<file path="src/hdl/rhRegs_consts.svh">
// Shared constants for the disk-controller register subsystem
// Register word addresses, register bit positions, drive count and timing
// Include after `default_nettype in any file that needs them
`ifndef RH_REGS_CONSTS_SVH
`define RH_REGS_CONSTS_SVH

// Drive population and function length in clock cycles
`define RH_NUM_DRIVES 4
`define RH_FUNC_CYCLES 6

// Word addresses on the Wishbone port
`define RH_ADDR_CS1 2'd0
`define RH_ADDR_CS2 2'd1
`define RH_ADDR_DS 2'd2
`define RH_ADDR_AS 2'd3

// CS1 fields
`define RH_CS1_GO 0
`define RH_CS1_FUNC_LO 1
`define RH_CS1_FUNC_HI 5
`define RH_CS1_RDY 7
`define RH_CS1_TRE 14

// CS2 fields
`define RH_CS2_WCE 14
`define RH_CS2_UPE 13
`define RH_CS2_NED 12
`define RH_CS2_NEM 11
`define RH_CS2_PGE 10
`define RH_CS2_MXF 9
`define RH_CS2_CLR 5
`define RH_CS2_PAT 4
`define RH_CS2_BAI 3
`define RH_CS2_UNIT_HI 2
`define RH_CS2_UNIT_LO 0

// Drive status fields
`define RH_DS_ATA 15
`define RH_DS_ERR 14
`define RH_DS_DRY 7

`endif

</file>
<file path="src/hdl/rhPkg.sv">
// Types shared by the register blocks, the drives and the status mux
// Import with a wildcard in the module header where a type is needed

`default_nettype none

package rhPkg;

   ////////////////////////////////////////////////////////////
   // Register select
   ////////////////////////////////////////////////////////////

   // Register addressed by the current bus cycle
   // regNone marks an address with no register behind it
   typedef enum logic [2:0]
   {
      regCs1,
      regCs2,
      regDs,
      regAs,
      regNone
   } regSelT;

   ////////////////////////////////////////////////////////////
   // Drive side
   ////////////////////////////////////////////////////////////

   // Status of one drive
   typedef struct packed
   {
      logic ata;   // Attention, function finished
      logic err;   // Last function failed
      logic dry;   // Drive ready, no function running
   } driveStatT;

   // Function code as written to CS1
   typedef logic [4:0] driveFuncT;

endpackage

`default_nettype wire

</file>
<file path="src/hdl/rhRegBus.sv">
// Decoded register write path from the bus slave to the register blocks
// The slave modport drives it, each register block takes the target modport

`default_nettype none

interface rhRegBus
   import rhPkg::*;
();

   // One-cycle write strobe, lines up with the ack edge
   logic        wrStb;
   // Register named by the bus address
   regSelT      regSel;
   // Byte lanes taking part in the write
   logic        loByte;
   logic        hiByte;
   // Write data straight from the bus
   logic [15:0] wrData;

   modport slave
   (
      output wrStb,
      output regSel,
      output loByte,
      output hiByte,
      output wrData
   );

   modport target
   (
      input wrStb,
      input regSel,
      input loByte,
      input hiByte,
      input wrData
   );

endinterface

`default_nettype wire

</file>
<file path="src/hdl/rhBusSlave.sv">
// Wishbone classic slave for the register subsystem
// Decodes address and byte selects onto the register bus, acks once per strobe
// and registers the read word on the ack edge

`default_nettype none

`include "rhRegs_consts.svh"

module rhBusSlave
   import rhPkg::*;
(
   input  logic        clk,
   input  logic        rst,
   input  logic        cyc,
   input  logic        stb,
   input  logic        we,
   input  logic [1:0]  adr,
   input  logic [1:0]  sel,
   input  logic [15:0] datI,
   output logic [15:0] datO,
   output logic        ack,
   rhRegBus.slave      regBus,
   input  logic [15:0] cs1Read,
   input  logic [15:0] cs2Read,
   input  logic [15:0] dsRead,
   input  logic [15:0] asRead
);

   logic        req;
   logic        served;
   logic        accept;
   logic [15:0] rdWord;

   ////////////////////////////////////////////////////////////
   // Handshake
   ////////////////////////////////////////////////////////////

   assign req = cyc & stb;
   // New request, not yet acked in this strobe
   assign accept = req & ~served;

   always_ff @(posedge clk)
   begin
      if (rst)
      begin
         ack <= 1'b0;
         served <= 1'b0;
      end
      else
      begin
         ack <= accept;
         // Set on the ack edge, stays set while the master holds stb
         served <= req & (served | accept);
      end
   end

   ////////////////////////////////////////////////////////////
   // Decode
   ////////////////////////////////////////////////////////////

   always_comb
   begin
      case (adr)
         `RH_ADDR_CS1: regBus.regSel = regCs1;
         `RH_ADDR_CS2: regBus.regSel = regCs2;
         `RH_ADDR_DS:  regBus.regSel = regDs;
         `RH_ADDR_AS:  regBus.regSel = regAs;
         default:      regBus.regSel = regNone;
      endcase
   end

   // Write lands on the same edge that raises ack
   assign regBus.wrStb = accept & we;
   assign regBus.loByte = sel[0];
   assign regBus.hiByte = sel[1];
   assign regBus.wrData = datI;

   // Read word, unmapped reads zero
   always_comb
   begin
      case (regBus.regSel)
         regCs1:  rdWord = cs1Read;
         regCs2:  rdWord = cs2Read;
         regDs:   rdWord = dsRead;
         regAs:   rdWord = asRead;
         default: rdWord = '0;
      endcase
   end

   // Captures state as it stood before the ack edge
   always_ff @(posedge clk)
   begin
      if (accept)
         datO <= rdWord;
   end

   // One ack per strobe, never back to back
   ackSingle: assert property (@(posedge clk) disable iff (rst) ack |=> !ack);

endmodule

`default_nettype wire

</file>
<file path="src/hdl/rhController.sv">
// Top level of the disk-controller register subsystem
// Wishbone classic port, memory error inputs, device reset and attention out
// Wires the bus slave, CS1, CS2, status mux and the row of drives

`default_nettype none

`include "rhRegs_consts.svh"

module rhController
   import rhPkg::*;
(
   input  logic        clk,
   input  logic        rst,
   input  logic        cyc,
   input  logic        stb,
   input  logic        we,
   input  logic [1:0]  adr,
   input  logic [1:0]  sel,
   input  logic [15:0] datI,
   output logic [15:0] datO,
   output logic        ack,
   input  logic        busInit,
   input  logic        memWriteCheckErr,
   input  logic        memNonexist,
   output logic        attn
);

   logic [15:0]                   cs1Read;
   logic [15:0]                   cs2Read;
   logic [15:0]                   dsRead;
   logic [15:0]                   asRead;
   logic                          goStart;
   logic                          setPge;
   logic                          treClr;
   logic                          doneAny;
   logic [2:0]                    unit;
   driveFuncT                     func;
   driveStatT [`RH_NUM_DRIVES-1:0] stat;
   logic [`RH_NUM_DRIVES-1:0]     done;
   logic [`RH_NUM_DRIVES-1:0]     ataClr;

   rhRegBus regBus ();

   rhBusSlave rhBusSlave_i (
      .clk(clk), .rst(rst), .cyc(cyc), .stb(stb), .we(we), .adr(adr), .sel(sel),
      .datI(datI), .datO(datO), .ack(ack), .regBus(regBus.slave),
      .cs1Read(cs1Read), .cs2Read(cs2Read), .dsRead(dsRead), .asRead(asRead)
   );

   rhCs1 rhCs1_i (
      .clk(clk), .rst(rst), .busInit(busInit), .regBus(regBus.target),
      .doneAny(doneAny), .cs1Read(cs1Read), .goStart(goStart), .func(func),
      .setPge(setPge), .treClr(treClr)
   );

   // BAI gate follows CS1 ready
   rhCs2 rhCs2_i (
      .clk(clk), .rst(rst), .busInit(busInit), .regBus(regBus.target),
      .goStart(goStart), .setPge(setPge), .treClr(treClr),
      .memWriteCheckErr(memWriteCheckErr), .memNonexist(memNonexist),
      .rdy(cs1Read[`RH_CS1_RDY]), .cs2Read(cs2Read), .unit(unit)
   );

   rhStatusMux rhStatusMux_i (
      .clk(clk), .rst(rst), .regBus(regBus.target), .unit(unit), .stat(stat),
      .done(done), .dsRead(dsRead), .asRead(asRead), .ataClr(ataClr),
      .doneAny(doneAny), .attn(attn)
   );

   ////////////////////////////////////////////////////////////
   // Drive row
   ////////////////////////////////////////////////////////////

   for (genvar i = 0; i < `RH_NUM_DRIVES; i++)
   begin : gDrive
      rhDrive #(
         .unitIdx(i)
      ) rhDrive_i (
         .clk(clk), .rst(rst), .busInit(busInit), .goStart(goStart), .func(func),
         .unit(unit), .ataClr(ataClr[i]), .stat(stat[i]), .done(done[i])
      );
   end

endmodule

`default_nettype wire

</file>
<file path="src/hdl/rhCs1.sv">
// CS1 control and status register
// Holds function code and RDY, starts drive functions on GO and flags
// GO while busy as a program error

`default_nettype none

`include "rhRegs_consts.svh"

module rhCs1
   import rhPkg::*;
(
   input  logic        clk,
   input  logic        rst,
   input  logic        busInit,
   rhRegBus.target     regBus,
   input  logic        doneAny,
   output logic [15:0] cs1Read,
   output logic        goStart,
   output driveFuncT   func,
   output logic        setPge,
   output logic        treClr
);

   logic      cs1Wr;
   logic      loWr;
   logic      goWr;
   logic      rdy;
   driveFuncT funcReg;

   ////////////////////////////////////////////////////////////
   // Write decode
   ////////////////////////////////////////////////////////////

   assign cs1Wr = regBus.wrStb && (regBus.regSel == regCs1);
   assign loWr = cs1Wr & regBus.loByte;
   assign goWr = loWr & regBus.wrData[`RH_CS1_GO];

   // GO starts only when idle, otherwise a program error
   assign goStart = goWr & rdy;
   assign setPge = goWr & ~rdy;
   assign treClr = cs1Wr & regBus.hiByte & regBus.wrData[`RH_CS1_TRE];

   // Drives see the code written alongside GO
   assign func = (loWr & rdy) ? regBus.wrData[`RH_CS1_FUNC_HI:`RH_CS1_FUNC_LO] : funcReg;

   ////////////////////////////////////////////////////////////
   // State
   ////////////////////////////////////////////////////////////

   always_ff @(posedge clk)
   begin
      if (rst || busInit)
      begin
         funcReg <= '0;
         rdy <= 1'b1;
      end
      else
      begin
         // Function field frozen while a function runs
         if (loWr & rdy)
            funcReg <= regBus.wrData[`RH_CS1_FUNC_HI:`RH_CS1_FUNC_LO];
         if (goStart)
            rdy <= 1'b0;
         else if (doneAny | treClr)
            rdy <= 1'b1;   // TRE also aborts a function with no drive behind it
      end
   end

   // Readback, GO shows a function in progress
   always_comb
   begin
      cs1Read = '0;
      cs1Read[`RH_CS1_GO] = ~rdy;
      cs1Read[`RH_CS1_FUNC_HI:`RH_CS1_FUNC_LO] = funcReg;
      cs1Read[`RH_CS1_RDY] = rdy;
   end

   // Busy with no completion pending, so no GO next cycle
   goWhileBusy: assert property (@(posedge clk) disable iff (rst || busInit)
      (!rdy && !doneAny && !treClr) |=> !goStart);

endmodule

`default_nettype wire

</file>
<file path="src/hdl/rhCs2.sv">
// CS2 control and status register
// Error flags from memory reports and GO checks, controller clear,
// parity test, address-increment inhibit and unit select

`default_nettype none

`include "rhRegs_consts.svh"

module rhCs2
   import rhPkg::*;
(
   input  logic        clk,
   input  logic        rst,
   input  logic        busInit,
   rhRegBus.target     regBus,
   input  logic        goStart,
   input  logic        setPge,
   input  logic        treClr,
   input  logic        memWriteCheckErr,
   input  logic        memNonexist,
   input  logic        rdy,
   output logic [15:0] cs2Read,
   output logic [2:0]  unit
);

   logic cs2Wr;
   logic hiWr;
   logic loWr;
   logic clr;
   logic errClr;
   logic unitMissing;
   logic wce;
   logic upe;
   logic ned;
   logic nem;
   logic pge;
   logic mxf;
   logic pat;
   logic bai;

   assign cs2Wr = regBus.wrStb && (regBus.regSel == regCs2);
   assign hiWr = cs2Wr & regBus.hiByte;
   assign loWr = cs2Wr & regBus.loByte;

   // Controller clear, write-only pulse
   assign clr = loWr & regBus.wrData[`RH_CS2_CLR];
   assign errClr = busInit | clr | treClr;
   assign unitMissing = int'(unit) >= `RH_NUM_DRIVES;

   ////////////////////////////////////////////////////////////
   // Error flags
   ////////////////////////////////////////////////////////////

   always_ff @(posedge clk)
   begin
      if (rst)
      begin
         wce <= 1'b0;
         upe <= 1'b0;
         ned <= 1'b0;
         nem <= 1'b0;
         pge <= 1'b0;
         mxf <= 1'b0;
      end
      else
      begin
         // Write check error from memory side
         if (errClr | goStart)
            wce <= 1'b0;
         else if (memWriteCheckErr)
            wce <= 1'b1;
         // Non-existent memory
         if (errClr | goStart)
            nem <= 1'b0;
         else if (memNonexist)
            nem <= 1'b1;
         // GO to a unit past the last drive sets NED, any other GO clears it
         if (errClr)
            ned <= 1'b0;
         else if (goStart)
            ned <= unitMissing;
         // Program error survives GO
         if (errClr)
            pge <= 1'b0;
         else if (setPge)
            pge <= 1'b1;
         // UPE and MXF only settable by software
         if (errClr | goStart)
         begin
            upe <= 1'b0;
            mxf <= 1'b0;
         end
         else if (hiWr)
         begin
            upe <= regBus.wrData[`RH_CS2_UPE];
            mxf <= regBus.wrData[`RH_CS2_MXF];
         end
      end
   end

   ////////////////////////////////////////////////////////////
   // Control fields
   ////////////////////////////////////////////////////////////

   always_ff @(posedge clk)
   begin
      if (rst || busInit || clr)
      begin
         pat <= 1'b0;
         bai <= 1'b0;
         unit <= '0;
      end
      else if (loWr)
      begin
         pat <= regBus.wrData[`RH_CS2_PAT];
         unit <= regBus.wrData[`RH_CS2_UNIT_HI:`RH_CS2_UNIT_LO];
         // Inhibit only changes between functions
         if (rdy)
            bai <= regBus.wrData[`RH_CS2_BAI];
      end
   end

   // Unimplemented flags and CLR read zero
   always_comb
   begin
      cs2Read = '0;
      cs2Read[`RH_CS2_WCE] = wce;
      cs2Read[`RH_CS2_UPE] = upe;
      cs2Read[`RH_CS2_NED] = ned;
      cs2Read[`RH_CS2_NEM] = nem;
      cs2Read[`RH_CS2_PGE] = pge;
      cs2Read[`RH_CS2_MXF] = mxf;
      cs2Read[`RH_CS2_PAT] = pat;
      cs2Read[`RH_CS2_BAI] = bai;
      cs2Read[`RH_CS2_UNIT_HI:`RH_CS2_UNIT_LO] = unit;
   end

endmodule

`default_nettype wire

</file>
<file path="src/hdl/rhDrive.sv">
// One drive unit
// Accepts GO when the selected unit matches its index, stays busy for a
// fixed time, then raises attention and ready with a one-cycle done pulse

`default_nettype none

`include "rhRegs_consts.svh"

module rhDrive
   import rhPkg::*;
#(
   parameter int unitIdx = 0
)
(
   input  logic      clk,
   input  logic      rst,
   input  logic      busInit,
   input  logic      goStart,
   input  driveFuncT func,
   input  logic [2:0] unit,
   input  logic      ataClr,
   output driveStatT stat,
   output logic      done
);

   localparam int cntWidth = $clog2(`RH_FUNC_CYCLES + 1);

   logic                accept;
   logic                finish;
   logic                ata;
   logic                err;
   logic                dry;
   logic [cntWidth-1:0] cnt;
   driveFuncT           funcReg;

   assign accept = goStart && (unit == 3'(unitIdx));
   // Last busy cycle
   assign finish = ~dry && (cnt == '0);

   always_ff @(posedge clk)
   begin
      if (rst || busInit)
      begin
         ata <= 1'b0;
         err <= 1'b0;
         dry <= 1'b1;
         done <= 1'b0;
         cnt <= '0;
      end
      else
      begin
         done <= finish;
         if (accept)
         begin
            dry <= 1'b0;
            err <= 1'b0;
            cnt <= cntWidth'(`RH_FUNC_CYCLES - 1);
         end
         else if (finish)
         begin
            dry <= 1'b1;
            err <= (funcReg == '0);   // Code 0 is not a function
         end
         else if (!dry)
            cnt <= cnt - 1'b1;
         // Attention set wins over a clear in the same cycle
         if (finish)
            ata <= 1'b1;
         else if (ataClr)
            ata <= 1'b0;
      end
   end

   always_ff @(posedge clk)
   begin
      if (accept)
         funcReg <= func;
   end

   assign stat = '{ata: ata, err: err, dry: dry};

endmodule

`default_nettype wire

</file>
<file path="src/hdl/rhStatusMux.sv">
// Drive status gathering
// Drive status word for the selected unit, attention summary with
// write-one-to-clear, completion OR and the attention line

`default_nettype none

`include "rhRegs_consts.svh"

module rhStatusMux
   import rhPkg::*;
(
   input  logic                          clk,
   input  logic                          rst,
   rhRegBus.target                       regBus,
   input  logic [2:0]                    unit,
   input  driveStatT [`RH_NUM_DRIVES-1:0] stat,
   input  logic [`RH_NUM_DRIVES-1:0]     done,
   output logic [15:0]                   dsRead,
   output logic [15:0]                   asRead,
   output logic [`RH_NUM_DRIVES-1:0]     ataClr,
   output logic                          doneAny,
   output logic                          attn
);

   logic asWr;
   logic ataAny;

   assign asWr = regBus.wrStb && (regBus.regSel == regAs);

   always_comb
   begin
      dsRead = '0;
      asRead = '0;
      ataAny = 1'b0;
      for (int i = 0; i < `RH_NUM_DRIVES; i++)
      begin
         // Missing unit matches nothing and reads zero
         if (unit == 3'(i))
         begin
            dsRead[`RH_DS_ATA] = stat[i].ata;
            dsRead[`RH_DS_ERR] = stat[i].err;
            dsRead[`RH_DS_DRY] = stat[i].dry;
         end
         asRead[i] = stat[i].ata;
         ataAny = ataAny | stat[i].ata;
         // Write one clears, lane follows bit position
         ataClr[i] = asWr && regBus.wrData[i] && ((i < 8) ? regBus.loByte : regBus.hiByte);
      end
   end

   assign doneAny = |done;

   // Registered so the outside line never glitches
   always_ff @(posedge clk)
   begin
      if (rst)
         attn <= 1'b0;
      else
         attn <= ataAny;
   end

endmodule

`default_nettype wire

</file>
<file path="config.mk">
export PLATFORM = sky130hd
export DESIGN_NAME = rhController
export DESIGN_NICKNAME = d
export VERILOG_FILES = /design/src/hdl/rhPkg.sv /design/src/hdl/rhRegBus.sv /design/src/hdl/rhBusSlave.sv /design/src/hdl/rhController.sv /design/src/hdl/rhCs1.sv /design/src/hdl/rhCs2.sv /design/src/hdl/rhDrive.sv /design/src/hdl/rhStatusMux.sv
export VERILOG_INCLUDE_DIRS = /design/src /design/src/hdl
export SDC_FILE = /design/constraint.sdc
export NUM_CORES = 1
export LEC_CHECK = 0
export ABC_AREA = 1
export BUFFER_PORTS_ARGS = -buffer_cell sky130_fd_sc_hd__buf_2
export CORE_UTILIZATION = 54
export CTS_CLUSTER_SIZE = 24
export DETAILED_ROUTE_END_ITERATION = 6
export GPL_TIMING_DRIVEN = 1
export PLACE_DENSITY_LB_ADDON = 0.15
export SLEW_MARGIN = 40
export SYNTH_ARGS = -nofsm -noshare
export SYNTH_HDL_FRONTEND = slang
export SYNTH_SLANG_ARGS = --single-unit
</file>
<file path="constraint.sdc">
create_clock -name clk -period 2.98 [get_ports clk]
set_input_delay 0.298 -clock clk [delete_from_list [all_inputs] [get_ports clk]]
set_output_delay 0.298 -clock clk [all_outputs]
set_load 0.05 [all_outputs]
</file>
==> results of run 1 <==
## cells in the final DEF (no fill, tap or decap), types with 3 or more instances in the layout
cell type / instances
nand2_1: 60
nor2_1: 59
inv_1: 58
dfxtp_1: 48
buf_2: 36
edfxtp_1: 34
a21oi_1: 24
nand3_1: 19
o21ai_0: 19
clkbuf_8: 9
ha_1: 8
nor3_1: 6
xor2_1: 4
nor2_4: 3
or2_2: 3
o221ai_1: 3
## cell type report
class,count,area [um2],area share
timing repair buffer,37,188,0.0489
tap,75,93.8,0.0245
inverter,59,221,0.0577
clock buffer,10,128,0.0333
multi-input combinational,224,1140,0.298
clock inverter,6,81.3,0.0212
sequential,82,1980,0.517
## cell families after synthesis
logic type / share of synthesized area
simple gates: 0.212
flops: 0.588
buf+inv: 0.0749
compound gates: 0.0813
fa+ha+maj: 0.0297
xor+xnor: 0.0104
other cells: 0.00111
mux: 0.00334
## cells in the mapped netlist (3+ instances only)
| library cell | count | share of area |
|---|---|---|
| o21ai_0 | 19 | 0.028 |
| ha_1 | 8 | 0.030 |
| o221ai_1 | 3 | 0.0078 |
| inv_1 | 58 | 0.065 |
| nor3_1 | 6 | 0.0089 |
| nand2_1 | 60 | 0.067 |
| a21oi_1 | 24 | 0.036 |
| nand3_1 | 19 | 0.028 |
| dfxtp_1 | 48 | 0.28 |
| nor2_4 | 3 | 0.010 |
| clkbuf_1 | 3 | 0.0033 |
| xor2_1 | 4 | 0.010 |
| nor2_1 | 59 | 0.066 |
| or2_2 | 3 | 0.0056 |
| edfxtp_1 | 34 | 0.30 |
## report_power, final
group | total [uW] | leakage [uW] | internal (uW) | switching, uW
clock | 844 | 0.000104 | 466 | 378
sequential | 1170 | 0.000715 | 1170 | 2.52
combinational | 104 | 0.000747 | 25.0 | 79.5
total | 2120 | 0.00157 | 1660 | 460
## layer usage
layer / wire length [um] / vias up / track usage
li1: - / 1280 / -
met3: 280 / 16 / 0.0483
met5: 0 / - / 0
met2: 3180 / 56 / 0.378
met4: 199 / 0 / 0.114
met1: 2820 / 1153 / 0.250
## sequential cells by signal, summed over array words and instances, names as in the netlist, 3 cells and up
name	cells
gDrive.rhDrive_i.cnt	12
rhBusSlave_i.datO	14
gDrive.rhDrive_i.ata	4
rhCs2_i.unit	3
gDrive.rhDrive_i.done	4
gDrive.rhDrive_i.funcReg	20
gDrive.rhDrive_i.dry	4
rhCs1_i.funcReg	5
gDrive.rhDrive_i.err	4
## through the flow
step	hold WS, ns	worst slack, ns	total power (uW)
6_report	0.160	1.39	2120
5_1_grt	0.160	1.19	2190
4_1_cts	0.147	1.38	2140
3_5_place_dp	0.447	1.23	1300
3_3_place_gp	0.446	1.27	1300
2_1_floorplan	0.370	1.54	1270
## how the worst min path moves through the flow
stage           startpoint             endpoint  slack (ns)  cells past startpoint
3_5_place_dp   rhCs2_i.pge          rhCs2_i.pge        0.45                      2
3_3_place_gp   rhCs2_i.pge          rhCs2_i.pge        0.45                      2
4_1_cts                rst     rhBusSlave_i.ack        0.15                      2
5_1_grt                rst  rhBusSlave_i.served        0.16                      2
2_1_floorplan          rst  rhBusSlave_i.served        0.37                      1
6_report               rst   rhStatusMux_i.attn        0.16                      2
==> flow_metrics.py, run 1 <==
metrics = {
    "sta": {
        "maxSlewViolCount": 0,
        "fin_worst_skew_ns": 0.00655,
        "layout_worst_path_cycle_share": 0.535,
        "worstMarginPinSlew_ns": 0.680,
        "max_slew_headroom": 0.546,
        "fmaxAchievable_ghz": 0.628,
        "timing.final.hold_violations": 0,
        "fin_crit_ns": 1.59,
        "rsz0062_at_grt": "no",
        "tns_ns": 0,
        "final-setup-viol-count": 0,
    },
    "status": {
        "status": "finished, final reports clean",
    },
    "power": {
        "irDropWorstVdd_mv": 0.338,
        "power_density_nw_per_um2": 554,
        "total_leakage_power_uw": 0.00157,
    },
    "setup_path": {
        "critPathRequiredTime_ns": 3.02,
        "critical_path.most_common_cell": "inv_1",
        "critical_path_buf_inv_count": 2,
        "endpoint_kind": "flip-flop",
        "worst_path_max_delay_cell": "dfxtp_1",
        "start_kind": "flip-flop",
        "cells_along_the_critical_path": "inv_1 > nand2_1 > nor2_1 > nand3_1 > inv_1",
        "timing.critical_path.to": "gDrive[0].rhDrive_i.funcReg[1]",
        "timing.reg2reg.setup_slack_ns": 1.39,
        "crit_family": "simple AND/OR/NAND/NOR gates",
        "crit_arrival_ns": 1.63,
        "critical_path.max_fanout": 5,
        "r2r_end": "gDrive[0].rhDrive_i.funcReg[1]",
        "slowest_delay_ns": 0.35,
        "critical_path.reg2reg.startpoint": "rhCs2_i.unit[2]",
        "cp_num_cells": 5,
        "reg2reg_depth": 5,
        "crit_start": "rhCs2_i.unit[2]",
        "timing_worst_setup_path_type": "flip-flop to flip-flop",
    },
    "detailed_routing": {
        "wirelength_um": 6490,
        "average_wire_per_standard_cell_um": 13.2,
        "detail_route.first_pass.iterations": 4,
        "drt-vias-per-instance": 5.08,
        "drt_first_iter_violations": 142,
        "vias": 2505,
        "drt.antenna.violating_nets": 0,
        "detail_route.drc_violations": 0,
    },
    "clock_network": {
        "hold_buffers": 0,
        "cts_tree": "yes",
        "cts-buffers-inserted": 9,
        "clk_path_buf_depth": 2,
        "cts.sinks": 82,
        "post_cts_resize_count": 0,
        "clock_tree.htree_level_count": 3,
        "post-cts-setup-buffer-count": 0,
        "clk-insertion-delay-late_ns": 0.35,
        "cts_root_buf": "clkbuf_8",
        "clk_transition_reported_paths_ns": 0.08,
    },
    "global_routing": {
        "vias_in_the_first_global_route": 2307,
        "grt_first_pass_wirelength_um": 10300,
        "gr-usage-all-layers": 0.218,
        "antenna_violations_before_repair": 0,
        "grt_start_max_net_pins": 21,
        "gr-total-overflow": 0,
    },
    "layout": {
        "count_of_antenna_diodes_in_the_layout": 0,
        "drive_above_1_share": 0.158,
        "finish.utilization": 0.644,
        "nets_final": 449,
        "fillCellCount": 529,
        "layout.cell_area.non_filler_um2": 3830,
        "final_cells": 493,
        "area_growth_syn_to_layout_pct": 13.7,
    },
    "yosys": {
        "synth_seq_cells": 82,
        "syn-instance-count": 370,
        "post_synth_edffs": 34,
        "ys_async_sr_fraction": 0,
        "synth_sequential_area_ratio": 0.588,
        "synth.lib_cells_used.distinct": 29,
        "post_synth.cell_area_avg_um2": 9.11,
        "netlist_area_um2": 3370,
        "ys_warn_count": 0,
        "ys.flop_type": "dfxtp_1",
    },
    "floorplanning": {
        "floorplan.die.height_um": 81.0,
        "core_area_um2": 5960,
        "ioPinCount": 46,
        "start_util": 0.566,
        "rows": 28,
        "die_area_um2": 6560,
        "die_x_um": 81.0,
    },
    "run": {
        "max_cap_check_violation_count": 0,
    },
    "place": {
        "port_buffers": 36,
        "place_inst": 477,
        "detailed_place.area_um2": 3630,
        "dp.final_hpwl_um": 4880,
        "finalWeightedCongestion": 0.891,
    },
    "min_path": {
        "min-delay-path-class": "primary input to flip-flop",
    },
}
(Power assumes the default switching activity.)
==> run 2, diff against run 1 <==
Settings changed: CORE_UTILIZATION 54 to 51.
Clock period 2.98 ns to 1.3 ns, I/O delays scaled along.
==> flow_metrics.py, run 2 (same netlist as run 1, synthesis figures left out) <==
metrics = {
    "clock_network": {
        "clk_path_buf_depth": 2,
        "clk-insertion-delay-late_ns": 0.35,
        "clk_transition_reported_paths_ns": 0.08,
        "cts_tree": "yes",
        "cts.sinks": 82,
        "cts-buffers-inserted": 9,
        "clock_tree.htree_level_count": 3,
        "cts_root_buf": "clkbuf_8",
    },
    "sta": {
        "fmaxAchievable_ghz": 0.751,
        "final-setup-viol-count": 13,
        "layout_worst_path_cycle_share": 1.02,
        "timing.final.hold_violations": 0,
        "maxSlewViolCount": 0,
        "rsz0062_at_grt": "yes",
        "fin_crit_ns": 1.33,
        "fin_worst_skew_ns": 0.0117,
        "worst_setup_margin_ns": -0.0320,
    },
    "floorplanning": {
        "ioPinCount": 46,
        "start_util": 0.531,
        "core_area_um2": 6350,
        "die_area_um2": 6940,
        "rows": 29,
        "die_x_um": 83.3,
        "floorplan.die.height_um": 83.3,
    },
    "setup_path": {
        "slowest_delay_ns": 0.33,
        "cells_along_the_critical_path": "inv_2 > nand4_4 > nor2_4 > nand2_4 > nor2_4 > inv_2 > nand2_2 > nor2_1",
        "critical_path.max_fanout": 7,
        "endpoint_kind": "flip-flop",
        "timing_worst_setup_path_type": "flip-flop to flip-flop",
        "worst_path_max_delay_cell": "dfxtp_2",
        "crit_family": "simple AND/OR/NAND/NOR gates",
        "critPathRequiredTime_ns": 1.54,
        "start_kind": "flip-flop",
        "critical_path_buf_inv_count": 2,
        "crit_arrival_ns": 1.58,
    },
    "layout": {
        "final_cells": 537,
        "area_growth_syn_to_layout_pct": 31.5,
        "nets_final": 491,
        "drive_above_1_share": 0.380,
        "layout.cell_area.non_filler_um2": 4440,
        "reg_top3": "gDrive.rhDrive_i.funcReg (20), rhBusSlave_i.datO (14), gDrive.rhDrive_i.cnt (12)",
        "count_of_antenna_diodes_in_the_layout": 0,
        "multi_input_comb_area_um2": 1380,
        "sequential_cell_area_in_the_final_layout_um2": 2000,
        "commonest_cells_after_routing_fill_and_taps_aside": "52 x nand2_1, 45 x nor2_1, 41 x inv_1",
        "fillCellCount": 475,
        "finish.utilization": 0.699,
        "register_with_the_most_flip_flops": "gDrive.rhDrive_i.funcReg",
        "layout.cells.most_common": "nand2_1",
        "largest_register_ff_count": 20,
    },
    "place": {
        "place_inst": 513,
        "detailed_place.area_um2": 3910,
        "dpl_worst_slack_ns": -0.138,
        "port_buffers": 36,
        "finalWeightedCongestion": 0.918,
        "dp.final_hpwl_um": 5260,
    },
    "detailed_routing": {
        "met3RoutedLength_um": 310,
        "wirelength_met1_um": 3130,
        "highest-signal-layer": "met4",
        "detail_route.first_pass.iterations": 4,
        "drt_first_iter_violations": 105,
        "drt.antenna.violating_nets": 0,
        "drt-vias-per-instance": 4.96,
        "wirelength_um": 7140,
        "detail_route.drc_violations": 0,
        "routed-wl-met2_um": 3500,
        "vias": 2663,
        "average_wire_per_standard_cell_um": 13.3,
    },
    "global_routing": {
        "grt_first_pass_wirelength_um": 11500,
        "vias_in_the_first_global_route": 2530,
        "antenna_violations_before_repair": 0,
        "grt_start_max_net_pins": 15,
        "gr-usage-all-layers": 0.214,
        "gr-total-overflow": 0,
    },
    "status": {
        "violations_in_the_final_reports": "setup timing",
        "status": "finished, violations left",
    },
    "min_path": {
        "min-delay-path-class": "primary input to flip-flop",
    },
    "power": {
        "power_density_nw_per_um2": 1080,
        "irDropWorstVdd_mv": 0.816,
        "design_power_total_uw": 4810,
        "total_leakage_power_uw": 0.00180,
    },
    "run": {
        "max_cap_check_violation_count": 0,
    },
}
## run 2: worst paths after layout
check | from | endpoint | slack [ns] | depth (start not counted)
max | rhBusSlave_i.served | gDrive[3].rhDrive_i.err | -0.03 | 8
min | stb | rhBusSlave_i.served | 0.02 | 3
min reg2reg | rhCs2_i.pge | rhCs2_i.pge | 0.46 | 2
max reg2reg | rhBusSlave_i.served | gDrive[3].rhDrive_i.err | -0.03 | 8
## run 2: per-layer routing
metal	track usage	vias to the layer above
li1	-	1365
met1	0.254	1208
met2	0.363	73
met3	0.0507	17
met4	0.110	0
met5	0	-
## run 2: stage by stage
stage,setup TNS (ns),hold WS [ns]
2_1_floorplan,-0.102,0.202
3_3_place_gp,-1.85,0.346
3_5_place_dp,-3.95,0.356
4_1_cts,-0.157,0.0159
5_1_grt,-3.44,0.0208
6_report,-0.114,0.0170
## run 2: cell type report
class                           instances  share of cell area
Clock buffer                           10              0.0288
Clock inverter                          6              0.0150
Inverter                               59              0.0536
Multi-Input combinational cell        224               0.310
Sequential cell                        82               0.450
Tap cell                               77              0.0217
Timing Repair Buffer                   79               0.120
## run 2: worst min-delay path: stages
cell	delay, ns
buf_2	0.13
nand2_1	0.05
nor2_1	0.03
## run 2: power breakdown
| part | leakage [uW] | switching (uW) | internal, uW |
|---|---|---|---|
| combinational | 0.000988 | 203 | 104 |
| sequential | 0.000719 | 5.89 | 2680 |
| clock | 0.0000905 | 918 | 891 |
| total | 0.00180 | 1130 | 3680 |
## run 2: what timing repair did
item / CTS / global route
setup buffers: 1 / 5
hold endpoints to repair: 5 / 0
pin swaps: 10 / 15
setup endpoints to repair: 68 / 79
gates resized for setup: 30 / 66
hold buffers: 3 / 0
gates cloned: 0 / 0
